## src/common/conv_pkg.sv

```systemverilog
package conv_pkg;

	// frame and kernel geometry
	localparam int IN_CH = 2;
	localparam int OUT_CH = 2;
	localparam int IMG_W = 8;
	localparam int IMG_H = 8;
	localparam int KSIZE = 3;
	localparam int OUT_W = IMG_W - KSIZE + 1;
	localparam int OUT_H = IMG_H - KSIZE + 1;
	localparam int TAPS = KSIZE * KSIZE;
	localparam int WEIGHT_WORDS = TAPS * OUT_CH;

	// line delay between the window rows
	localparam int LINE_DEPTH = IMG_W - KSIZE;

	// data widths
	localparam int DATA_W = 8;
	localparam int BIAS_W = 16;
	localparam int ACC_W = 20;

	// adder tree, products plus one bias leaf, padded to a power of two
	localparam int PRODUCTS = TAPS * IN_CH;
	localparam int TREE_LEAVES = 32;

	typedef logic signed [DATA_W-1:0] sample_t;
	typedef logic [IN_CH*DATA_W-1:0] pixel_word_t;
	typedef logic signed [BIAS_W-1:0] bias_t;
	typedef logic signed [ACC_W-1:0] acc_t;
	typedef logic [OUT_CH*ACC_W-1:0] result_word_t;
	typedef logic [3:0] coord_t;
	typedef logic [4:0] coeff_addr_t;

	typedef enum logic [1:0] {
		SEQ_IDLE,
		SEQ_SCAN,
		SEQ_DRAIN
	} seq_state_t;

	typedef enum logic [1:0] {
		LOAD_IDLE,
		LOAD_WEIGHTS,
		LOAD_BIASES,
		LOAD_DONE
	} load_state_t;

endpackage

```

## src/datapath/conv_channel.sv

```systemverilog
`timescale 1ns/1ps

module conv_channel (
	input  logic                                          clk,
	input  logic                                          rst,
	input  logic                                          window_valid,
	input  conv_pkg::pixel_word_t [conv_pkg::TAPS-1:0]    window,
	input  conv_pkg::pixel_word_t [conv_pkg::TAPS-1:0]    weights,
	input  conv_pkg::bias_t                               bias,
	output conv_pkg::acc_t                                result
);

	// heap ordered tree with node 0 as the root
	conv_pkg::acc_t node [2*conv_pkg::TREE_LEAVES-1];

	for (genvar i = 0; i < conv_pkg::TREE_LEAVES; i++)
	begin : g_leaf
		if (i < conv_pkg::PRODUCTS)
		begin : g_prod
			conv_pkg::sample_t px;
			conv_pkg::sample_t wt;
			// leaf i is tap i/IN_CH and input channel i%IN_CH
			assign px = window[i/conv_pkg::IN_CH]
				[(i%conv_pkg::IN_CH)*conv_pkg::DATA_W +: conv_pkg::DATA_W];
			assign wt = weights[i/conv_pkg::IN_CH]
				[(i%conv_pkg::IN_CH)*conv_pkg::DATA_W +: conv_pkg::DATA_W];
			assign node[conv_pkg::TREE_LEAVES-1+i] = px * wt;
		end
		else if (i == conv_pkg::PRODUCTS)
		begin : g_bias
			assign node[conv_pkg::TREE_LEAVES-1+i] = conv_pkg::acc_t'(bias);
		end
		else
		begin : g_pad
			assign node[conv_pkg::TREE_LEAVES-1+i] = '0;
		end
	end

	for (genvar n = 0; n < conv_pkg::TREE_LEAVES - 1; n++)
	begin : g_add
		assign node[n] = node[2*n+1] + node[2*n+2];
	end

	always_ff @(posedge clk or posedge rst)
	begin
		if (rst)
			result <= '0;
		else if (window_valid)
			result <= node[0];
	end

endmodule

```

## config.mk

```make
export PLATFORM = sky130hd
export DESIGN_NAME = conv_channel
export DESIGN_NICKNAME = d
export VERILOG_FILES = /design/src/common/conv_pkg.sv /design/src/datapath/conv_channel.sv
export SDC_FILE = /design/constraint.sdc
export NUM_CORES = 2
export LEC_CHECK = 0
export ABC_AREA = 0
export BUFFER_PORTS_ARGS = -buffer_cell sky130_fd_sc_hd__buf_2
export CORE_MARGIN = 3
export CORE_UTILIZATION = 32
export CTS_BUF_LIST = sky130_fd_sc_hd__clkbuf_2 sky130_fd_sc_hd__clkbuf_4 sky130_fd_sc_hd__clkbuf_8
export CTS_CLUSTER_DIAMETER = 150
export DETAILED_ROUTE_END_ITERATION = 8
export PLACE_DENSITY_LB_ADDON = 0.3
export SLEW_MARGIN = 15
export SYNTH_ARGS = -nofsm -noshare
export SYNTH_HDL_FRONTEND = slang
export SYNTH_SLANG_ARGS = --single-unit
```

## constraint.sdc

```tcl
create_clock -name clk -period 0.8 [get_ports clk]
set_input_delay 0.08 -clock clk [delete_from_list [all_inputs] [get_ports clk]]
set_output_delay 0.08 -clock clk [all_outputs]
set_load 0.01 [all_outputs]
```

==> impl_metrics.toml <==
[setup_path]
cp_slowest_stage_delay_ns = 0.57
critPathArrivalTime_ns = 8.78
cp_data_required_time_ns = 1.01
critical_path_class = "in -> reg"
cp_common_cell = "fa_1"
cp_slowest_cell = "fa_1"
worstPathMaxFanout = 3
rrSetupSlack_ns = -0.11
crit_path_end_kind = "flop"
rr_worst_depth = 2
reg2reg_from = "result[0]$_DFFE_PP0P_"
timing.rr.end = "result[0]$_DFFE_PP0P_"
cp-start-kind = "input pin"

[die]
io_pins = 327
core_area_um2 = 165500
die_area_um2 = 172200
die_h_um = 415.0
die_x_um = 415.0
rows = 149
start_util_pct = 32.33

[timing]
min_period_ns = 8.565
layout_setup_ws_ns = -7.765
slew_headroom_pct = 62.39
skew_ns = 0
worstMarginPinSlew_ns = 0.5568
setup_viol_count_final = 40
period_share_pct = 1071
fmax_mhz = 116.8
slew_viol_final = 0
rsz0062_at_grt = "true"
hold_violations = 0

[synthesis]
ys_seq_elements = 20
synth.yosys.seq_area_share_pct = 0.9350
synth_cells = 5618
synth_compound_area_share_pct = 3.541
synth_area_per_cell_um2 = 9.528
syn_nets = 7877
synth_cell_types = 70
ys.flop_type = "dfrtp_1"
synth_edf_count = 0
yosys_warnings = 0
synth_area_um2 = 53530
synth_top_family_by_area = "adder cells"
synth_adder_area_share_pct = 65.70
synth_mux_area_share_pct = 0.3693
yosys.area_share.simple_pct = 13.57
async_flop_share_pct = 100.0
synthXorXnorAreaFrac_pct = 3.796

[route]
drc_errors = 0
firstDrtPassIters = 6
drtIter0Drc = 1277
routed_wl_um = 143700
antenna_left = 0
wl_per_cell_um = 15.75
vias_per_cell = 4.379
vias = 39950

[job]
cap_viol_max_count = 0

[final_layout]
postLayoutCoreUtil_pct = 42.11
nFillCells = 16290
regMostFlops = "result"
mostFrequentLayoutCells = "1,590 x inv_1, 1,375 x fa_1, 926 x buf_4, 540 x and2_1, 401 x nand2_1"
largest_register_ffs = 20
drive_gt1_share_pct = 28.01
layout_commonest_cell = "inv_1"
syn2layout_area_growth_pct = 30.22
reg_top3 = "result (20)"
nets = 9183

[cts]
path_clk_slew_ns = 0.08
clock_latency_ns = 0.27
root_buffer = "clkbuf_8"
clock_sinks = 20
cts_buffers = 3
cts_tree = "yes"
h-tree-depth = 1
cts_buffer_depth = 2

[global_route]
grt_pass1_vias = 45490
grtUsageTotal_pct = 17.28
antenna_found_initial = 16
grt_max_degree = 21
overflow = 0
grt_pass1_wl_um = 239600

[run_status]
violations = "negative setup slack"
outcome = "complete, but fails checks"

[hold_path]
whs_endpoint = "result[10]$_DFFE_PP0P_"
holdCritPathClass = "in -> reg"
hold_depth = 3
min_from = "window_valid"

[placement]
post-dp-hpwl_um = 135800
io_buffer_count = 326
gp_congestion = 0.9222
critical path: cells and delay by family:
kind                     cells  cell delay [ns]
adder cells (fa/ha/maj)     12             5.40
buffers and inverters        7             0.59
AO/OA/AOI/OAI                9             1.77
AND/OR/NAND/NOR              3             0.76
XOR/XNOR                     1             0.17
per-layer routing:
layer | track usage (%) | vias up | part of all wire (%)
met5 | 0 | - | 0.033
met4 | 3.926 | 8 | 2.8
met3 | 0.9448 | 126 | 2.6
met2 | 32.28 | 558 | 53
met1 | 21.85 | 20440 | 41
li1 | - | 18820 | -
metrics by stage:
| step | cell area (µm²) | hold WS, ns | setup slack, ns | cells | setup TNS [ns] |
|---|---|---|---|---|---|
| 3_3_place_gp | 66540 | 0.1898 | -8.228 | 9070 | -137.12 |
| 3_5_place_dp | 66540 | 0.1889 | -8.198 | 9070 | -137.16 |
| 2_1_floorplan | 54950 | 0.04383 | -7.395 | 5618 | -119.35 |
| 5_1_grt | 69690 | 0.2357 | -8.019 | 9119 | -134.50 |
| 6_report | 69700 | 0.2312 | -7.765 | 9124 | -130.33 |
| 4_1_cts | 68180 | 0.2288 | -7.765 | 9095 | -131.63 |
Yosys cell counts (all sizes together), types with 6 or more instances:
| master | instances | share of area [%] |
|---|---|---|
| inv | 1705 | 12 |
| fa | 1431 | 54 |
| and2 | 633 | 7.4 |
| ha | 521 | 12 |
| nand2 | 417 | 2.9 |
| xnor2 | 174 | 2.8 |
| nor2 | 140 | 0.98 |
| a21oi | 80 | 0.77 |
| nand2b | 71 | 0.83 |
| o21ai | 59 | 0.56 |
| xor2 | 58 | 0.95 |
| o21a | 34 | 0.48 |
| nor3 | 33 | 0.32 |
| a21o | 32 | 0.45 |
| nor2b | 25 | 0.31 |
| dfrtp | 20 | 0.94 |
| nand3 | 18 | 0.17 |
| mux2 | 14 | 0.29 |
| o31ai | 14 | 0.26 |
| clkbuf | 12 | 0.084 |
| nand4 | 11 | 0.13 |
| a211oi | 10 | 0.14 |
| or2 | 8 | 0.094 |
| clkinv | 7 | 0.049 |
| nor4 | 7 | 0.082 |
| a211o | 6 | 0.098 |
| and3 | 6 | 0.072 |
| o211ai | 6 | 0.084 |
| o21bai | 6 | 0.084 |
worst max-delay path by stage:
stage | from | end | slack, ns | depth (start not counted)
floorplan | weights[136] | result[18]$_DFFE_PP0P_ | -7.39 | 30
global placement | weights[87] | result[18]$_DFFE_PP0P_ | -8.23 | 29
detailed placement | weights[87] | result[18]$_DFFE_PP0P_ | -8.20 | 29
CTS | window[142] | result[19]$_DFFE_PP0P_ | -7.77 | 35
global route | weights[107] | result[18]$_DFFE_PP0P_ | -8.02 | 36
finish | weights[138] | result[18]$_DFFE_PP0P_ | -7.76 | 32
final cells by class:
cell class	count	area, µm²	area share (%)
Antenna cell	12	30.03	0.04308
Clock buffer	3	41.29	0.05924
Clock inverter	1	30.03	0.04308
Inverter	1712	6446	9.248
Multi-Input combinational cell	3874	50010	71.74
Sequential cell	20	500.5	0.7180
Tap cell	2189	2739	3.929
Timing Repair Buffer	1313	9911	14.22
cell families (layout without fill, tap and decap cells):
family,after synthesis,after routing
other cells,0,12
xor+xnor,232,232
buf+inv,1724,3029
compound gates,284,284
flops,20,20
fa+ha+maj,1952,1952
mux,18,18
simple gates,1388,1388
repair_timing:
action | in CTS | in global routing
pin swaps | 174 | 215
hold endpoints to repair | 20 | 0
resized for setup | 339 | 313
hold buffers | 1 | 0
endpoints found under the setup margin | 40 | 40
gates cloned | 0 | 0
buffers inserted | 25 | 18
Power is not shown: default switching activity piles up to over one toggle a cycle in this logic, so the estimate is an artifact.
