===== src/common/conv_pkg.sv =====
package conv_pkg;

	// frame and kernel geometry
	localparam int IN_CH = 2;
	localparam int OUT_CH = 2;
	localparam int IMG_W = 8;
	localparam int IMG_H = 8;
	localparam int KSIZE = 3;
	localparam int OUT_W = IMG_W - KSIZE + 1;
	localparam int OUT_H = IMG_H - KSIZE + 1;
	localparam int TAPS = KSIZE * KSIZE;
	localparam int WEIGHT_WORDS = TAPS * OUT_CH;

	// line delay between the window rows
	localparam int LINE_DEPTH = IMG_W - KSIZE;

	// data widths
	localparam int DATA_W = 8;
	localparam int BIAS_W = 16;
	localparam int ACC_W = 20;

	// adder tree, products plus one bias leaf, padded to a power of two
	localparam int PRODUCTS = TAPS * IN_CH;
	localparam int TREE_LEAVES = 32;

	typedef logic signed [DATA_W-1:0] sample_t;
	typedef logic [IN_CH*DATA_W-1:0] pixel_word_t;
	typedef logic signed [BIAS_W-1:0] bias_t;
	typedef logic signed [ACC_W-1:0] acc_t;
	typedef logic [OUT_CH*ACC_W-1:0] result_word_t;
	typedef logic [3:0] coord_t;
	typedef logic [4:0] coeff_addr_t;

	typedef enum logic [1:0] {
		SEQ_IDLE,
		SEQ_SCAN,
		SEQ_DRAIN
	} seq_state_t;

	typedef enum logic [1:0] {
		LOAD_IDLE,
		LOAD_WEIGHTS,
		LOAD_BIASES,
		LOAD_DONE
	} load_state_t;

endpackage


===== src/source/scan_counter.sv =====
`timescale 1ns/1ps

module scan_counter #(
	parameter int LIMIT = 7,
	parameter type count_t = conv_pkg::coord_t
) (
	input  logic   clk,
	input  logic   rst,
	input  logic   clear,
	input  logic   step,
	output count_t count,
	output logic   at_limit
);

	assign at_limit = (count == count_t'(LIMIT));

	always_ff @(posedge clk or posedge rst)
	begin
		if (rst)
			count <= '0;
		else if (clear)
			count <= '0;
		else if (step)
		begin
			// wrap back to zero after the last value
			if (at_limit)
				count <= '0;
			else
				count <= count + 1'b1;
		end
	end

endmodule


===== src/source/frame_sequencer.sv =====
`timescale 1ns/1ps

module frame_sequencer (
	input  logic             clk,
	input  logic             rst,
	input  logic             pixel_store_done,
	input  logic             coeff_ready,
	output logic             pixel_rd,
	output conv_pkg::coord_t pixel_row,
	output conv_pkg::coord_t pixel_col,
	output logic             shift_en,
	output logic             window_valid,
	output logic             conv_valid,
	output conv_pkg::coord_t conv_row,
	output conv_pkg::coord_t conv_col,
	output logic             frame_done
);

	conv_pkg::seq_state_t state;
	conv_pkg::seq_state_t state_next;
	logic scan_clear;
	logic col_wrap;
	logic row_wrap;
	logic valid_a;
	logic last_b;
	conv_pkg::coord_t row_a;
	conv_pkg::coord_t col_a;
	conv_pkg::coord_t row_b;
	conv_pkg::coord_t col_b;

	assign pixel_rd = (state == conv_pkg::SEQ_SCAN);
	assign scan_clear = (state == conv_pkg::SEQ_IDLE);

	scan_counter #(
		.LIMIT(conv_pkg::IMG_W - 1)
	) u_col_cnt (
		.clk(clk),
		.rst(rst),
		.clear(scan_clear),
		.step(pixel_rd),
		.count(pixel_col),
		.at_limit(col_wrap)
	);

	// row advances on the column carry
	scan_counter #(
		.LIMIT(conv_pkg::IMG_H - 1)
	) u_row_cnt (
		.clk(clk),
		.rst(rst),
		.clear(scan_clear),
		.step(pixel_rd & col_wrap),
		.count(pixel_row),
		.at_limit(row_wrap)
	);

	always_comb
	begin
		state_next = state;
		case (state)
			conv_pkg::SEQ_IDLE:
			begin
				if (pixel_store_done && coeff_ready)
					state_next = conv_pkg::SEQ_SCAN;
			end
			conv_pkg::SEQ_SCAN:
			begin
				if (row_wrap && col_wrap)
					state_next = conv_pkg::SEQ_DRAIN;
			end
			conv_pkg::SEQ_DRAIN:
			begin
				// hold off the next frame until the last result is out
				if (frame_done)
					state_next = conv_pkg::SEQ_IDLE;
			end
			default:
				state_next = conv_pkg::SEQ_IDLE;
		endcase
	end

	always_ff @(posedge clk or posedge rst)
	begin
		if (rst)
		begin
			state <= conv_pkg::SEQ_IDLE;
			shift_en <= 1'b0;
			valid_a <= 1'b0;
			window_valid <= 1'b0;
			last_b <= 1'b0;
			conv_valid <= 1'b0;
			frame_done <= 1'b0;
		end
		else
		begin
			state <= state_next;
			// memory cycle
			shift_en <= pixel_rd;
			valid_a <= pixel_rd && pixel_row >= conv_pkg::coord_t'(conv_pkg::KSIZE - 1)
				&& pixel_col >= conv_pkg::coord_t'(conv_pkg::KSIZE - 1);
			// window shift
			window_valid <= valid_a;
			last_b <= valid_a && row_a == conv_pkg::coord_t'(conv_pkg::OUT_H - 1)
				&& col_a == conv_pkg::coord_t'(conv_pkg::OUT_W - 1);
			// output register
			conv_valid <= window_valid;
			frame_done <= last_b;
		end
	end

	// output coordinate follows the valid pulse
	always_ff @(posedge clk)
	begin
		row_a <= pixel_row - conv_pkg::coord_t'(conv_pkg::KSIZE - 1);
		col_a <= pixel_col - conv_pkg::coord_t'(conv_pkg::KSIZE - 1);
		row_b <= row_a;
		col_b <= col_a;
		conv_row <= row_b;
		conv_col <= col_b;
	end

endmodule


===== config.mk =====
export PLATFORM = sky130hd
export DESIGN_NAME = frame_sequencer
export DESIGN_NICKNAME = d
export VERILOG_FILES = /design/src/common/conv_pkg.sv /design/src/source/scan_counter.sv /design/src/source/frame_sequencer.sv
export SDC_FILE = /design/constraint.sdc
export NUM_CORES = 1
export LEC_CHECK = 0
export BUFFER_PORTS_ARGS = -buffer_cell sky130_fd_sc_hd__clkbuf_2
export CORE_ASPECT_RATIO = 1.25
export CORE_UTILIZATION = 47
export DETAILED_ROUTE_END_ITERATION = 10
export GPL_ROUTABILITY_DRIVEN = 0
export PLACE_DENSITY = 0.71
export SYNTH_ARGS = -nofsm -noshare
export SYNTH_HDL_FRONTEND = slang
export SYNTH_SLANG_ARGS = --single-unit

===== constraint.sdc =====
create_clock -name clk -period 1.6 [get_ports clk]
set_clock_uncertainty 0.15 [all_clocks]
set_input_delay 0.16 -clock clk [delete_from_list [all_inputs] [get_ports clk]]
set_output_delay 0.16 -clock clk [all_outputs]
set_load 0.05 [all_outputs]

==> reports/results.ini, run 1 <==
[power]
p_int_mw = 1.27
p_per_area_nw_per_um2 = 993
p_comb_share_pct = 0.8
p_leak_nw = 0.773
p_sw_share_pct = 19.7
p_switching_uw = 312
ir_drop_uv = 871
pwr-share-clk_pct = 35.9
pwr-share-seq_pct = 63.3

[detailed_routing]
vias_per_cell = 5.02
wl_met2_um = 1090
drtIter0Drc = 25
met1_length_um = 823
vias = 864
top_layer = met4
drtAntennaViolNets = 0
drtPass1Iterations = 4
drc = 0
wl_per_cell_um = 12.1
finalWirelength_um = 2080
wl_met3_um = 116

[die]
initial_core_util_pct = 49.1
core_region_area_um2 = 2680
fp.dieW_um = 49.3
fp.dieH_um = 61.2
ios = 25
rows = 21
dieArea_um2 = 3020

[synth]
seq_area_frac_synth_pct = 66.9
synth.net_count = 115
synth_flop_cell = dfxtp_1
netlist-cell-type-count = 33
synth_edf_count = 0
synth_area_um2 = 1320
netlist_instances = 103
yosys_register_bits = 40
synthArstFlopShare_pct = 40.0
synth.avg_cell_area_um2 = 12.8
ys.warnings.count = 0

[setup_path]
start_kind = flip-flop
timing.rr.start = u_col_cnt.count[0]$_DFFE_PP0P_
crit_start = state[1]$_DFFE_PP0P_
worst_ep_required_time_ps = 1290
cp_slowest_cell = dfrtp_1
max_stage_delay_ps = 400
rrSetupSlack_ps = 110
end_kind = output pin
crit_chain = nand2b_4 > inv_2 > clkbuf_8
path_class = flip-flop to output pin
crit_fanout = 7
critPathArrivalTime_ps = 1210

[final_layout]
drive_gt1_share_pct = 29.7
fin_area_um2 = 1590
nets = 149
area_growth_syn_to_layout_pct = 21.0
final_util_pct = 59.4
diodes = 0

[sta]
max_freq_mhz = 658
slew-limit-headroom_pct = 58.9
final_max_slew_viol_count = 0
period_needed_ps = 1520
min_period_over_period_pct = 95.0
setup_viol = 0
hold_viol_final = 0
grt_setup_unrepaired = no
worst_slew_pin_slew_ps = 615

[clocking]
clock-root-buffer = clkbuf_4
path_clk_slew_ps = 110
clock-sinks = 40
cts_tree = yes
cts-htree-levels = 2
cts_setup_buffers = 0
cts_buffers = 5
insertion_delay_ps = 340
cts.path.max_buffers = 2

[grt]
grt_first_pass_wirelength_um = 3420
antenna_found_initial = 0
grtUsageTotal_pct = 16.4
gr-total-overflow = 0
grt_max_degree = 17
grt_pass1_vias = 809

[outcome]
status = complete, no violations

[placed_design]
placed_area_um2 = 1500
portBuffers = 24
hpwl_um = 1510

[min_path]
min_from = coeff_ready
hp-class = input pin to flip-flop

[job]
drv_cap = 0

placed cells by master, fill, tap and decap left out, types with 2 or more instances in the layout:
cell      count
dfrtp_2       2
buf_4         4
ha_1          7
nor2_1        2
a21oi_1       3
xor2_1        2
nand2_1       7
dfxtp_1      24
nor4_1        2
clkbuf_4      5
clkbuf_2     23
dfrtp_1      14
inv_1        10
o21ai_0       5
synthesized netlist by cell type (all sizes together), types with 2 or more instances:
master  number  area [µm²]
inv         11        41.3
o21ai        5        25.0
nor4         2        12.5
ha           8         100
nand2        7        26.3
xor2         2        17.5
and3b        2        21.3
dfxtp       24         480
nor2         2        7.51
dfrtp       16         400
a21oi        3        15.0
layer usage:
metal	track usage (%)	up-vias
met5	0	-
met4	9.66	0
met3	7.90	5
met2	29.0	26
met1	15.8	415
li1	-	418
power groups by stage:
stage / clock, mW / combinational, mW / sequential, mW
2_1_floorplan: 0 / 0.00611 / 1.02
3_3_place_gp: 0 / 0.0114 / 1.02
3_5_place_dp: 0 / 0.0120 / 1.02
4_1_cts: 0.592 / 0.0139 / 1.00
5_1_grt: 0.639 / 0.0154 / 1.00
6_report: 0.568 / 0.0131 / 1.00
stage by stage:
step / hold WS, ps / instances / power (mW) / setup WS [ps] / setup TNS (ps)
final: 114 / 172 / 1.58 / 79.7 / 0
after global routing: 123 / 172 / 1.66 / 3.65 / 0
after CTS: 114 / 172 / 1.61 / 63.3 / 0
after detailed placement: 102 / 163 / 1.03 / 124 / 0
after global placement: 88.9 / 163 / 1.03 / 160 / 0
after floorplan: -76.4 / 103 / 1.03 / -36.1 / -61.2
final cells by class:
cell class,instances,area (µm²)
inverter,11,41.3
tap,34,42.5
multi-input combinational,50,385
sequential,40,883
clock buffer,7,66.3
timing repair buffer,29,169
fill,228,1090
clock inverter,1,5.00
worst max-delay path: cells and delay by family (launching register included):
kind / cells / cell delay [ps]
buf+inv: 2 / 310
flops: 1 / 400
simple gates: 1 / 160
worst paths after layout:
kind	cells after the start	end
setup / recovery	3	pixel_rd
setup reg to reg	4	u_row_cnt.count[2]$_DFFE_PP0P_
max in group asynchronous	3	u_col_cnt.count[0]$_DFFE_PP0P_
min in group asynchronous	3	shift_en$_DFF_PP0_
hold / removal	4	state[0]$_DFFE_PP0P_
hold reg to reg	0	conv_col[2]$_DFF_P_
sequential cells by signal (all words and copies together), names as in the netlist:
| signal | cells |
|---|---|
| conv_valid | 1 |
| frame_done | 1 |
| state | 2 |
| valid_a | 1 |
| row_b | 4 |
| col_a | 4 |
| row_a | 4 |
| conv_row | 4 |
| last_b | 1 |
| u_row_cnt.count | 4 |
| shift_en | 1 |
| col_b | 4 |
| conv_col | 4 |
| u_col_cnt.count | 4 |
| window_valid | 1 |
cell families (layout without fill, tap and decap cells):
family / Yosys count / count (layout) / synth area share, %
flip-flops: 40 / 40 / 66.9
AND/OR/NAND/NOR: 21 / 21 / 10.1
AO/OA/AOI/OAI: 17 / 17 / 8.65
buffers and inverters: 13 / 48 / 3.99
adder cells (fa/ha/maj): 8 / 8 / 7.60
XOR/XNOR: 3 / 3 / 2.00
multiplexers: 1 / 1 / 0.760
what timing repair did:
action | in CTS | in global routing
gates resized for setup | 3 | 0
hold endpoints to repair | 16 | 0
endpoints found under the setup margin | 1 | 0
hold buffers | 1 | 0
Power figures use the tool's default switching activity.
==> run 2: changes to the inputs <==
CORE_UTILIZATION = 45   (was 47)
PLACE_DENSITY = 0.69   (was 0.71)
==> run 2 against run 1 <==
  * Final area is 1.5% higher
  * Clock-buffer cell count is 1 lower
  * Worst setup slack worse by 10 ps
  * Non-clock buffer count is 2 higher
  * Highest routed layer unchanged
  * Critical endpoint unchanged
==> reports/results.ini, run 2 (synthesized netlist as in run 1, its figures left out) <==
[min_path]
min_from = coeff_ready  ; unchanged
hold-path-cell-count = 4  ; unchanged
min_to = state[0]$_DFFE_PP0P_  ; unchanged
hp-class = input pin to flip-flop  ; unchanged

[detailed_routing]
drc = 0  ; unchanged
vias_per_cell = 5.14  ; was 5.02
vias = 895  ; was 864
drtPass1Iterations = 4  ; unchanged
drtIter0Drc = 20  ; was 25
drtAntennaViolNets = 0  ; unchanged
finalWirelength_um = 2260  ; was 2080 µm
wl_per_cell_um = 13.0  ; was 12.1 µm

[sta]
worst_slew_pin_slew_ps = 622  ; was 615 ps
period_needed_ps = 1530  ; was 1520 ps
fin_ws_ps = 69.5  ; was 79.7 ps
slew-limit-headroom_pct = 58.5  ; was 58.9%
setup_viol = 0  ; unchanged
final_max_slew_viol_count = 0  ; unchanged
hold_viol_final = 0  ; unchanged
holdWs_ps = 76.7  ; was 114 ps
max_freq_mhz = 653  ; was 658 MHz
fin_setup_tns_ps = 0  ; unchanged
min_period_over_period_pct = 95.7  ; was 95.0%
grt_setup_unrepaired = no  ; unchanged

[outcome]
status = complete, no violations  ; unchanged

[final_layout]
drive_gt1_share_pct = 30.7  ; was 29.7%
area_growth_syn_to_layout_pct = 22.8  ; was 21.0%
diodes = 0  ; unchanged
nFillCells = 232  ; was 228
final_cells = 174  ; was 172
final_common_cell = dfxtp_1  ; unchanged
layout_common_cells = dfxtp_1, clkbuf_2, dfrtp_1  ; unchanged
nets = 151  ; was 149
final_util_pct = 59.2  ; was 59.4%

[die]
fp.dieW_um = 50.4  ; was 49.3 µm
dieArea_um2 = 3150  ; was 3020 µm²
core_region_area_um2 = 2730  ; was 2680 µm²
ios = 25  ; unchanged
fp.dieH_um = 62.5  ; was 61.2 µm
rows = 21  ; unchanged
initial_core_util_pct = 48.2  ; was 49.1%

[setup_path]
worst_ep_required_time_ps = 1290  ; about the same
crit_family = flip-flops  ; unchanged
critPathArrivalTime_ps = 1220  ; was 1210 ps
timing.rr.start = state[0]$_DFFE_PP0P_  ; was u_col_cnt.count[0]$_DFFE_PP0P_
rrSetupSlack_ps = 90  ; was 110 ps
crit_chain = nand2b_4 > clkinvlp_4 > clkbuf_8  ; was nand2b_4 > inv_2 > clkbuf_8
r2r-end = u_row_cnt.count[2]$_DFFE_PP0P_  ; unchanged
max_stage_delay_ps = 440  ; was 400 ps
start_kind = flip-flop  ; unchanged
crit_fanout = 5  ; was 7
end_kind = output pin  ; unchanged
reg2regPathDepth = 5  ; was 4
cp_slowest_cell = dfrtp_1  ; unchanged
path_class = flip-flop to output pin  ; unchanged
worst-path-buf-inv = 2  ; unchanged

[clocking]
cts_buffers = 5  ; unchanged
insertion_delay_ps = 350  ; was 340 ps
clock-sinks = 40  ; unchanged
clock-root-buffer = clkbuf_4  ; unchanged
cts_tree = yes  ; unchanged
cts-htree-levels = 2  ; unchanged
cts.path.max_buffers = 2  ; unchanged
path_clk_slew_ps = 120  ; was 110 ps

[grt]
grt_first_pass_wirelength_um = 3870  ; was 3420 µm
top_usage_layer = met2  ; unchanged
met3_usage_pct = 6.08  ; was 7.90%
grt_max_degree = 17  ; unchanged
grtUsageTotal_pct = 16.9  ; was 16.4%
antenna_found_initial = 0  ; unchanged
grt_pass1_vias = 843  ; was 809
gr-total-overflow = 0  ; unchanged
gr-usage-met1_pct = 19.1  ; was 15.8%
met2_usage_pct = 26.5  ; was 29.0%

[power]
p_per_area_nw_per_um2 = 1030  ; was 993 nW/µm²
ir_drop_uv = 587  ; was 871 µV
p_leak_nw = 0.783  ; was 0.773 nW

[placed_design]
portBuffers = 24  ; unchanged
hpwl_um = 1590  ; was 1510 µm
pre_cts_slack_ps = 118  ; was 124 ps
dp.cells = 163  ; unchanged

[job]
drv_cap = 0  ; unchanged

[run 2: changes by cell type in the layout (fill, tap and decap cells not counted)]
cell,change
clkinvlp_4,+1
buf_4,+2
clkbuf_16,-1
inv_2,-1
bufinv_16,+1
[run 2: repair_timing]
| item | in CTS | in global routing |
|---|---|---|
| hold endpoints to repair | 16 | 0 |
| buffers inserted | 0 | 2 |
| hold buffers | 1 | 0 |
| pin swaps | 0 | 0 |
| endpoints found under the setup margin | 1 | 1 |
| resized for setup | 3 | 0 |
[run 2: worst max-delay path by stage]
stage                                        start                        endpoint  slack (ps)  cells past startpoint
floorplan                     state[0]$_DFFE_PP0P_            state[1]$_DFFE_PP0P_         -40                      5
global placement    u_col_cnt.count[0]$_DFFE_PP0P_  u_row_cnt.count[2]$_DFFE_PP0P_         160                      4
detailed placement  u_col_cnt.count[0]$_DFFE_PP0P_  u_row_cnt.count[2]$_DFFE_PP0P_         120                      4
CTS                           state[0]$_DFFE_PP0P_                        pixel_rd          30                      3
global route        u_row_cnt.count[1]$_DFFE_PP0P_            state[0]$_DFFE_PP0P_         0.8                      4
finish                        state[0]$_DFFE_PP0P_                        pixel_rd          70                      3
[run 2: power by group]
group	leakage (nW)	total (mW)	internal, mW	switching (mW)
Clock	0.0422	0.644	0.328	0.317
Combinational	0.353	0.0131	0.00426	0.00889
Sequential	0.387	1.00	1.00	0
Total	0.783	1.66	1.33	0.326
[run 2: layer usage]
| layer | part of all wire [%] | wire [µm] |
|---|---|---|
| met4 | 3.2 | 72 |
| met3 | 6.9 | 155 |
| met1 | 40 | 908 |
| met2 | 50 | 1130 |
| met5 | 0 | 0 |
[run 2: cell type report]
type,instances,area [µm²],area share (%)
clock inverter,2,35.0,2.17
timing repair buffer,31,184,11.4
multi-input combinational,50,385,23.8
clock buffer,6,41.3,2.55
sequential,40,883,54.6
tap,34,42.5,2.63
inverter,11,45.0,2.79
[run 2: worst min-delay path: cells and delay by family]
kind / cells / cell delay (ps)
AND/OR/NAND/NOR: 1 / 140
buffers and inverters: 1 / 70
AO/OA/AOI/OAI: 2 / 170
[run 2: stage by stage]
step	instance area, µm²	total power, mW
floorplan	1320	1.03
global placement	1500	1.03
detailed placement	1500	1.03
CTS	1600	1.68
global route	1620	1.72
finish	1620	1.66
