## config.mk

```make
export PLATFORM = sky130hd
export DESIGN_NAME = coeff_loader
export DESIGN_NICKNAME = d
export VERILOG_FILES = /design/src/common/conv_pkg.sv /design/src/source/scan_counter.sv /design/src/coeff/coeff_loader.sv
export SDC_FILE = /design/constraint.sdc
export NUM_CORES = 1
export LEC_CHECK = 0
export ABC_AREA = 1
export BUFFER_PORTS_ARGS = -buffer_cell sky130_fd_sc_hd__buf_2
export CAP_MARGIN = 10
export CORE_UTILIZATION = 42
export CTS_CLUSTER_DIAMETER = 120
export DETAILED_ROUTE_END_ITERATION = 10
export PLACE_DENSITY = 0.73
export SETUP_SLACK_MARGIN = 0.1
export SLEW_MARGIN = 20
export SYNTH_ARGS = -nofsm -noshare
export SYNTH_HDL_FRONTEND = slang
export SYNTH_SLANG_ARGS = --single-unit
```

## constraint.sdc

```tcl
create_clock -name clk -period 13.8 [get_ports clk]
set_input_delay 0.69 -clock clk [delete_from_list [all_inputs] [get_ports clk]]
set_output_delay 0.69 -clock clk [all_outputs]
set_load 0.02 [all_outputs]
```

## src/common/conv_pkg.sv

```systemverilog
package conv_pkg;

	// frame and kernel geometry
	localparam int IN_CH = 2;
	localparam int OUT_CH = 2;
	localparam int IMG_W = 8;
	localparam int IMG_H = 8;
	localparam int KSIZE = 3;
	localparam int OUT_W = IMG_W - KSIZE + 1;
	localparam int OUT_H = IMG_H - KSIZE + 1;
	localparam int TAPS = KSIZE * KSIZE;
	localparam int WEIGHT_WORDS = TAPS * OUT_CH;

	// line delay between the window rows
	localparam int LINE_DEPTH = IMG_W - KSIZE;

	// data widths
	localparam int DATA_W = 8;
	localparam int BIAS_W = 16;
	localparam int ACC_W = 20;

	// adder tree, products plus one bias leaf, padded to a power of two
	localparam int PRODUCTS = TAPS * IN_CH;
	localparam int TREE_LEAVES = 32;

	typedef logic signed [DATA_W-1:0] sample_t;
	typedef logic [IN_CH*DATA_W-1:0] pixel_word_t;
	typedef logic signed [BIAS_W-1:0] bias_t;
	typedef logic signed [ACC_W-1:0] acc_t;
	typedef logic [OUT_CH*ACC_W-1:0] result_word_t;
	typedef logic [3:0] coord_t;
	typedef logic [4:0] coeff_addr_t;

	typedef enum logic [1:0] {
		SEQ_IDLE,
		SEQ_SCAN,
		SEQ_DRAIN
	} seq_state_t;

	typedef enum logic [1:0] {
		LOAD_IDLE,
		LOAD_WEIGHTS,
		LOAD_BIASES,
		LOAD_DONE
	} load_state_t;

endpackage

```

## src/source/scan_counter.sv

```systemverilog
`timescale 1ns/1ps

module scan_counter #(
	parameter int LIMIT = 7,
	parameter type count_t = conv_pkg::coord_t
) (
	input  logic   clk,
	input  logic   rst,
	input  logic   clear,
	input  logic   step,
	output count_t count,
	output logic   at_limit
);

	assign at_limit = (count == count_t'(LIMIT));

	always_ff @(posedge clk or posedge rst)
	begin
		if (rst)
			count <= '0;
		else if (clear)
			count <= '0;
		else if (step)
		begin
			// wrap back to zero after the last value
			if (at_limit)
				count <= '0;
			else
				count <= count + 1'b1;
		end
	end

endmodule

```

## src/coeff/coeff_loader.sv

```systemverilog
`timescale 1ns/1ps

module coeff_loader (
	input  logic                                                  clk,
	input  logic                                                  rst,
	input  logic                                                  weight_store_done,
	input  logic                                                  bias_store_done,
	input  conv_pkg::pixel_word_t                                 weight_data,
	input  conv_pkg::bias_t                                       bias_data,
	output logic                                                  weight_rd,
	output conv_pkg::coeff_addr_t                                 weight_addr,
	output logic                                                  bias_rd,
	output conv_pkg::coeff_addr_t                                 bias_addr,
	output logic                                                  coeff_ready,
	output conv_pkg::pixel_word_t [conv_pkg::WEIGHT_WORDS-1:0]    weights,
	output conv_pkg::bias_t [conv_pkg::OUT_CH-1:0]                biases
);

	conv_pkg::load_state_t state;
	conv_pkg::load_state_t state_next;
	logic addr_clear;
	logic weight_wrap;
	logic bias_wrap;
	logic weight_shift;
	logic bias_shift;

	assign weight_rd = (state == conv_pkg::LOAD_WEIGHTS);
	assign bias_rd = (state == conv_pkg::LOAD_BIASES);
	assign addr_clear = (state == conv_pkg::LOAD_IDLE);

	scan_counter #(
		.LIMIT(conv_pkg::WEIGHT_WORDS - 1),
		.count_t(conv_pkg::coeff_addr_t)
	) u_weight_cnt (
		.clk(clk),
		.rst(rst),
		.clear(addr_clear),
		.step(weight_rd),
		.count(weight_addr),
		.at_limit(weight_wrap)
	);

	scan_counter #(
		.LIMIT(conv_pkg::OUT_CH - 1),
		.count_t(conv_pkg::coeff_addr_t)
	) u_bias_cnt (
		.clk(clk),
		.rst(rst),
		.clear(addr_clear),
		.step(bias_rd),
		.count(bias_addr),
		.at_limit(bias_wrap)
	);

	always_comb
	begin
		state_next = state;
		case (state)
			conv_pkg::LOAD_IDLE:
			begin
				if (weight_store_done && bias_store_done)
					state_next = conv_pkg::LOAD_WEIGHTS;
			end
			conv_pkg::LOAD_WEIGHTS:
			begin
				if (weight_wrap)
					state_next = conv_pkg::LOAD_BIASES;
			end
			conv_pkg::LOAD_BIASES:
			begin
				if (bias_wrap)
					state_next = conv_pkg::LOAD_DONE;
			end
			// coefficients are loaded only once
			default:
				state_next = conv_pkg::LOAD_DONE;
		endcase
	end

	always_ff @(posedge clk or posedge rst)
	begin
		if (rst)
		begin
			state <= conv_pkg::LOAD_IDLE;
			weight_shift <= 1'b0;
			bias_shift <= 1'b0;
			coeff_ready <= 1'b0;
		end
		else
		begin
			state <= state_next;
			// memory answers one cycle after the strobe
			weight_shift <= weight_rd;
			bias_shift <= bias_rd;
			coeff_ready <= (state == conv_pkg::LOAD_DONE);
		end
	end

	// words enter at the top slot, so address n ends up in slot n
	always_ff @(posedge clk)
	begin
		if (weight_shift)
			weights <= {weight_data, weights[conv_pkg::WEIGHT_WORDS-1:1]};
		if (bias_shift)
			biases <= {bias_data, biases[conv_pkg::OUT_CH-1:1]};
	end

endmodule

```

==> results_dict.tcl, run 1 <==
set metrics [dict create \
    synthesis.nets 450 \
    antenna_found_initial 0 \
    nNetsFinal 856 \
    cp-end-kind "register" \
    cts.path.max_buffers 3 \
    clock_latency_ps 490 \
    synth_area_leader_cell "edfxtp_1" \
    internal_power_w 0.00163 \
    drtPass1Iterations 4 \
    rsz0062_at_grt "no" \
    final.setup.tns_ps 0 \
    fill_cells 1866 \
    place_area_sq_um 12700 \
    crit_arrival_ps 3080 \
    drc_errors 0 \
    fp.dieW_um 159 \
    hpwl_um 14600 \
    wl_met2_um 9900 \
    max_stage_delay_ps 970 \
    top_layer_used "met4" \
    seqPwrFrac_pct 55.4 \
    cts.repair.resized 0 \
    path_common_cell "buf_4" \
    rows 57 \
    overflow 0 \
    vias 5282 \
    clkSinkCount 335 \
    slowest_stage "dfrtp_4" \
    die_h_um 159 \
    hold_path.class "input pin to async pin" \
    cts_setup_buffers 0 \
    viasPerCell 4.54 \
    power_switching_w 0.000349 \
    initial_utilization_pct 42.8 \
    wl_met1_um 8020 \
    worst-path-max-fanout 72 \
    combPwrFrac_pct 0.3 \
    hold_buffers 0 \
    status "completed" \
    crit_start "weight_shift$_DFF_PP0_" \
    swShare_pct 17.6 \
    fin_ws_ps 10840 \
    synth_seq_area_share_pct 95.9 \
    wl_met3_um 2160 \
    place.gp.congestion 0.788 \
    start_kind "register" \
    portBuffers 368 \
    drtIter0Drc 371 \
    cts_buffers 34 \
    post-place-ws_ps 10800 \
    antenna_left 0 \
    area_growth_pct 32.4 \
    max_freq_mhz 337 \
    dp_cells 1103 \
    path_clk_slew_ps 60 \
    cts_max_level 2 \
    synth.avg_cell_area_sq_um 25.4 \
    fin_crit_sh_pct 21.5 \
    post_drt_wl_per_cell_um 17.6 \
    drt-total-wl_um 20500 \
    synth_area_sq_um 10400 \
    fin_util_pct 56.6 \
    synth_top_area_share_pct 92.3 \
    grt_pass1_vias 5166 \
    grt_max_degree 92 \
    skew_ps 16.5 \
    cp_cell_sequence "buf_4, buf_4" \
    synthCells 410 \
    p_leak_nw 5.30 \
    crit_type "register to register" \
    drive_above_1_share_pct 51.5 \
    ys_ff_latch 335 \
    synth_warnings 0 \
    worst_pin_slew_ps 851 \
    design_area_sq_um 13800 \
    hold_violations 0 \
    cts_tree "built" \
    power_frac_clock_pct 44.3 \
    post_synth_num_cell_types 20 \
    track_usage_pct 15.8 \
    p_per_area_nw_per_um2 144 \
    final_max_slew_viol_count 0 \
    root_buffer "clkbuf_16" \
    num_antenna_cells 0 \
    dieArea_sq_um 25400 \
    r2r-start "weight_shift$_DFF_PP0_" \
    max-cap-violations 0 \
    vdd_ir_drop_max_uv 107 \
    ioPinCount 369 \
    grt_pass1_wl_um 30100 \
    period_minus_slack_ps 2960 \
    final_cells 1164 \
    synthTopCellsByArea "edfxtp_1, dfrtp_1, nand2_1" \
    slew_headroom_pct 43.3 \
    setup_viol 0 \
    critical_path_required_ps 13910 \
    coreArea_sq_um 24300 \
]
## metal layers
metal / vias to the layer above / track usage (%)
met3: 39 / 6.72
met2: 284 / 25.9
met5: - / 0
met4: 0 / 4.98
met1: 2544 / 18.8
li1: 2415 / -
## stage by stage
stage | hold WS, ps | power [W]
finish | 250 | 0.00198
global route | 273 | 0.00204
CTS | 250 | 0.00200
detailed placement | 427 | 0.00113
global placement | 424 | 0.00113
floorplan | 515 | 0.00112
## area by class of cell
class	instances	area, sq um	share of cell area (%)
clock buffers	44	930	6.75
clock inverters	16	156	1.14
inverters	14	52.6	0.382
multi-input cells	58	342	2.48
flip-flops and latches	335	9990	72.5
well taps	324	405	2.94
repair buffers	373	1900	13.8
## critical path: cells and delay by family, from the launching register on
kind                   cells  cell delay, ps
buffers and inverters      2            1490
DFF                        1             970
## Yosys cell counts (all sizes together)
master and n:
ha 4, nand2 27, nand3 5, edfxtp 320, o22ai 2, nor2 4
buf 3, o21ai 7, xnor2 2, nand4 5, dfrtp 15, a21oi 2
inv 14
## cells in the final DEF, fill, tap and decap left out, drive strengths merged
cell,synthesis,layout
nand4,5,5
nand3,5,5
edfxtp,320,320
o22ai,2,2
clkinv,0,12
buf,3,373
a21oi,2,2
ha,4,4
inv,14,15
nand2,27,27
clkbuf,0,44
nor2,4,4
bufinv,0,3
xnor2,2,2
dfrtp,15,15
o21ai,7,7
## logic make-up (layout without fill, tap and decap cells)
kind of cell               count (synthesis)  after routing  share of synthesized area [%]
DFF                                      335            335                           95.9
adders and majority gates                  4              4                          0.481
AOI/OAI and AO/OA                         11             11                          0.734
xor gates and xnor gates                   2              2                          0.168
buffers and inverters                     17            447                          0.769
and+or+nand+nor                           41             41                           1.90
## power groups by stage
stage               Sequential (W)  Combinational [W]  Clock (W)
CTS                        0.00110         0.00000594   0.000901
global route               0.00110         0.00000629   0.000939
floorplan                  0.00112        0.000000730          0
detailed placement         0.00112         0.00000593          0
global placement           0.00112         0.00000568          0
finish                     0.00110         0.00000580   0.000878
## worst paths after layout
check	end	slack, ps	cells past startpoint
min reg2reg	weights[236]$_DFFE_PP_	440	0
min	u_bias_cnt.count[1]$_DFFE_PP0P_	250	2
min in group clk	biases[21]$_DFFE_PP_	370	1
max in group asynchronous	weight_shift$_DFF_PP0_	13100	2
max	weights[93]$_DFFE_PP_	10840	2
max reg2reg	weights[93]$_DFFE_PP_	10840	2
## flip-flops by register name, indices dropped and copies added, names as in the netlist
signal              flops
state                   2
coeff_ready             1
weights               288
u_weight_cnt.count      5
u_bias_cnt.count        5
bias_shift              1
weight_shift            1
biases                 32
No activity file was read; power rests on OpenSTA's default activity.
==> run 2: changes to the inputs <==
clock period = 2.75 ns   (was 13.8 ns; I/O delays follow)
==> results_dict.tcl, run 2 (same netlist as run 1, synthesis figures left out) <==
set metrics [dict create \
    period_minus_slack_ps 1600 \
    layout_commonest_cell "buf_2" \
    grt_pass1_vias 5416 \
    clkSinkCount 335 \
    hpwl_um 14800 \
    r2r_slack_ps 1180 \
    start_kind "register" \
    critical_path_required_ps 2610 \
    slowest_stage "dfrtp_1" \
    fin_crit_sh_pct 58.3 \
    drtIter0Drc 373 \
    critical_path.top_delay_family "flip-flops" \
    place.gp.congestion 0.797 \
    r2r-start "weight_shift$_DFF_PP0_" \
    vias 5523 \
    hold_path.class "input pin to register" \
    initial_utilization_pct 42.8 \
    final_max_slew_viol_count 0 \
    cts_setup_buffers 0 \
    p_leak_nw 5.45 \
    min_path_cells 5 \
    cp_cell_sequence "inv_2, nand2_2, inv_2, buf_2" \
    antenna_found_initial 0 \
    crit_arrival_ps 1470 \
    drive_above_1_share_pct 49.4 \
    num_antenna_cells 0 \
    path_common_cell "inv_2" \
    cts_max_level 2 \
    vdd_ir_drop_max_uv 436 \
    fp.dieW_um 159 \
    rows 57 \
    path_clk_slew_ps 60 \
    viasPerCell 4.59 \
    crit_type "register to output pin" \
    slew_headroom_pct 59.2 \
    worst-path-max-fanout 7 \
    layout_common_cells "buf_2, edfxtp_1, clkbuf_16" \
    cp-end-kind "output pin" \
    design_area_sq_um 14100 \
    track_usage_pct 16.6 \
    cts.path.max_buffers 3 \
    setup_viol 0 \
    fill_cells 1792 \
    cts.repair.resized 0 \
    rsz0062_at_grt "no" \
    portBuffers 368 \
    place_area_sq_um 12800 \
    worst_pin_slew_ps 612 \
    max_freq_mhz 624 \
    area_growth_pct 35.9 \
    path_buf_inv 3 \
    regMostFlops "weights" \
    antenna_left 0 \
    cts_tree "built" \
    max-cap-violations 0 \
    p_per_area_nw_per_um2 695 \
    die_h_um 159 \
    whs_endpoint "state[0]$_DFFE_PP0P_" \
    root_buffer "clkbuf_16" \
    hold_violations 0 \
    drc_errors 0 \
    reg_top3 "weights (288), biases (32)" \
    worst_r2r_path_depth 2 \
    coreArea_sq_um 24300 \
    min_from "weight_store_done" \
    overflow 0 \
    rr_endpoint "weights[146]$_DFFE_PP_" \
    nNetsFinal 898 \
    clock_latency_ps 490 \
    final.setup.tns_ps 0 \
    drtPass1Iterations 4 \
    post_drt_wl_per_cell_um 17.8 \
    max_stage_delay_ps 440 \
    largest_register_ff_count 288 \
    grt_max_degree 99 \
    hold_buffers 33 \
    skew_ps 7.34 \
    cts_buffers 34 \
    dieArea_sq_um 25400 \
    status "completed" \
    grt_pass1_wl_um 31700 \
    drt-total-wl_um 21400 \
    ioPinCount 369 \
]
run 2: cell types whose count changed in the layout (fill, tap and decap cells not counted), moves of 2 or more:
| cell | delta |
|---|---|
| buf_12 | +4 |
| buf_4 | +6 |
| clkbuf_1 | +3 |
| clkbuf_8 | -2 |
| clkinv_1 | +2 |
| clkinv_2 | -3 |
| dlygate4sd3_1 | +33 |
run 2: report_power, final:
part           switching, W  internal, W  total [W]
combinational     0.0000206    0.0000480  0.0000686
sequential                0      0.00551    0.00551
clock               0.00173      0.00251    0.00425
run 2: area by class of cell:
class                   count  area, sq um  area share [%]
flip-flops and latches    335         9990            70.6
repair buffers            415         2330            16.5
clock buffers              45          913            6.46
well taps                 324          405            2.87
multi-input cells          58          342            2.42
clock inverters            13          110           0.779
inverters                  14         52.6           0.372
run 2: worst max-delay path by stage:
stage | cells after the start | end | start
3_5_place_dp | 2 | weights[110]$_DFFE_PP_ | weight_shift$_DFF_PP0_
6_report | 4 | weight_rd | state[1]$_DFFE_PP0P_
3_3_place_gp | 2 | weights[110]$_DFFE_PP_ | weight_shift$_DFF_PP0_
4_1_cts | 4 | weight_rd | state[1]$_DFFE_PP0P_
5_1_grt | 4 | weight_rd | state[1]$_DFFE_PP0P_
2_1_floorplan | 0 | weights[0]$_DFFE_PP_ | weight_shift$_DFF_PP0_
run 2: layer usage:
| metal | global-route usage (%) | wire (um) |
|---|---|---|
| met1 | 19.8 | 8250 |
| met2 | 27.7 | 10500 |
| met3 | 6.04 | 2040 |
| met4 | 5.94 | 588 |
| met5 | 0 | 0 |
run 2: through the flow:
| step | hold slack, ps | cells | setup slack (ps) | power, W | util (%) |
|---|---|---|---|---|---|
| 3_5_place_dp | 235 | 1113 | 1170 | 0.00565 | 52.6 |
| 4_1_cts | 26.4 | 1204 | 1120 | 0.00993 | 58.1 |
| 6_report | 49.4 | 1204 | 1150 | 0.00983 | 58.1 |
| 2_1_floorplan | 39.0 | 410 | 60.3 | 0.00562 | - |
| 5_1_grt | 93.1 | 1204 | 1080 | 0.0101 | 58.1 |
| 3_3_place_gp | 228 | 1113 | 1220 | 0.00565 | 52.6 |
run 2: tightest hold or removal path, cell delays in order:
cell and delay, ps:
buf_2 90, nand2_1 90, nand2_1 60, nand2_1 70, a21oi_2 50
==> run 3: changes to the inputs <==
clock period = 1.62 ns   (was 2.75 ns; I/O delays follow)
==> results_dict.tcl, run 3 (same netlist as run 1, synthesis figures left out) <==
set metrics [dict create \
    drtIter0Drc 368 \
    layout_common_cells "buf_2, edfxtp_1, clkbuf_16, dlygate4sd3_1, nand2_1" \
    setup_viol 0 \
    root_buffer "clkbuf_16" \
    hold_violations 0 \
    max_freq_mhz 685 \
    start_kind "register" \
    post_drt_wl_per_cell_um 17.9 \
    skew_ps 23.2 \
    coreArea_sq_um 24300 \
    max-cap-violations 0 \
    cts.path.max_buffers 3 \
    initial_utilization_pct 42.8 \
    drc_errors 0 \
    path_clk_slew_ps 60 \
    ioPinCount 369 \
    fp.dieW_um 159 \
    cts_tree "built" \
    portBuffers 368 \
    dp_cells 1114 \
    p_leak_nw 5.45 \
    crit_type "register to output pin" \
    viasPerCell 4.56 \
    final_cells 1212 \
    crit_arrival_ps 1380 \
    largest_register_ff_count 288 \
    reg_top3 "weights (288), biases (32)" \
    worst_pin_slew_ps 568 \
    status "completed" \
    area_growth_pct 36.0 \
    critical_path_required_ps 1540 \
    layout_commonest_cell "buf_2" \
    place.gp.congestion 0.824 \
    fin_ws_ps 160 \
    antenna_found_initial 1 \
    vdd_ir_drop_max_uv 757 \
    worst-path-max-fanout 9 \
    cts_max_level 2 \
    track_usage_pct 16.8 \
    drive_above_1_share_pct 49.6 \
    design_area_sq_um 14200 \
    final.setup.tns_ps 0 \
    fill_cells 1822 \
    clock_latency_ps 500 \
    die_h_um 159 \
    clkSinkCount 335 \
    hold_path.class "input pin to async pin" \
    slew_headroom_pct 62.1 \
    post-place-ws_ps 359 \
    antenna_left 0 \
    rsz0062_at_grt "no" \
    drt-total-wl_um 21600 \
    final_max_slew_viol_count 0 \
    place_area_sq_um 12800 \
    grt_pass1_wl_um 31800 \
    rows 57 \
    hpwl_um 14900 \
    cts_buffers 35 \
    nNetsFinal 903 \
    vias 5524 \
    drtPass1Iterations 4 \
    fin_crit_sh_pct 90.1 \
    p_per_area_nw_per_um2 1160 \
    grt_pass1_vias 5334 \
    period_minus_slack_ps 1460 \
    grt_max_degree 74 \
    regMostFlops "weights" \
    dieArea_sq_um 25400 \
    cp-end-kind "output pin" \
    overflow 0 \
]
run 3: per-stage QoR:
step | power, W | util (%) | hold slack, ps
finish | 0.0165 | 58.2 | 178
global route | 0.0170 | 58.2 | 207
CTS | 0.0166 | 58.2 | 198
detailed placement | 0.00959 | 52.6 | 169
global placement | 0.00959 | 52.6 | 169
floorplan | 0.00954 | - | -17.5
run 3: worst max-delay path: stages (launching register included):
cell	delay, ps
dfrtp_2	490
nor2_4	190
buf_2	200
run 3: worst paths after layout:
check | cells after the start | slack (ps) | to | from
worst max register to register | 2 | 330 | weights[36]$_DFFE_PP_ | weight_shift$_DFF_PP0_
min in group clk | 2 | 290 | weights[283]$_DFFE_PP_ | weight_data[11]
worst max-delay path | 2 | 160 | bias_rd | state[0]$_DFFE_PP0P_
max in group asynchronous | 3 | 1020 | weight_shift$_DFF_PP0_ | rst
worst min register to register | 0 | 440 | weights[15]$_DFFE_PP_ | weights[31]$_DFFE_PP_
worst min-delay path | 3 | 180 | bias_shift$_DFF_PP0_ | rst
run 3: power by group:
| part | leakage (nW) | internal [W] | switching, W | total [W] |
|---|---|---|---|---|
| sequential | 3.07 | 0.00936 | 0 | 0.00936 |
| clock | 0.482 | 0.00398 | 0.00301 | 0.00699 |
| combinational | 1.90 | 0.0000846 | 0.0000342 | 0.000119 |
run 3: area by class of cell:
cell class                 count  area (sq um)  area share [%]
timing repair buffer         419          2360            16.7
clock buffer                  45           913            6.45
sequential                   335          9990            70.6
inverter                      14          55.1           0.389
clock inverter                16          82.6           0.583
multi-input combinational     58           342            2.41
tap                          324           405            2.86
antenna                        1          2.50          0.0177
run 3: layer usage:
metal  wire (um)  track usage (%)  share of wire (%)  vias to the layer above
met5           0                0                  0                        -
met4         472             5.99                2.2                        0
met3        2170             6.12                 10                       39
met2       10600             27.1                 49                      302
met1        8430             20.8                 39                     2670
li1            -                -                  -                     2513
run 3: timing repair:
action | in CTS | in global routing
pin swaps | 0 | 0
hold buffers | 35 | 0
endpoints found under the hold margin | 48 | 0
resized for setup | 2 | 1
setup endpoints to repair | 2 | 2
setup buffers | 0 | 1
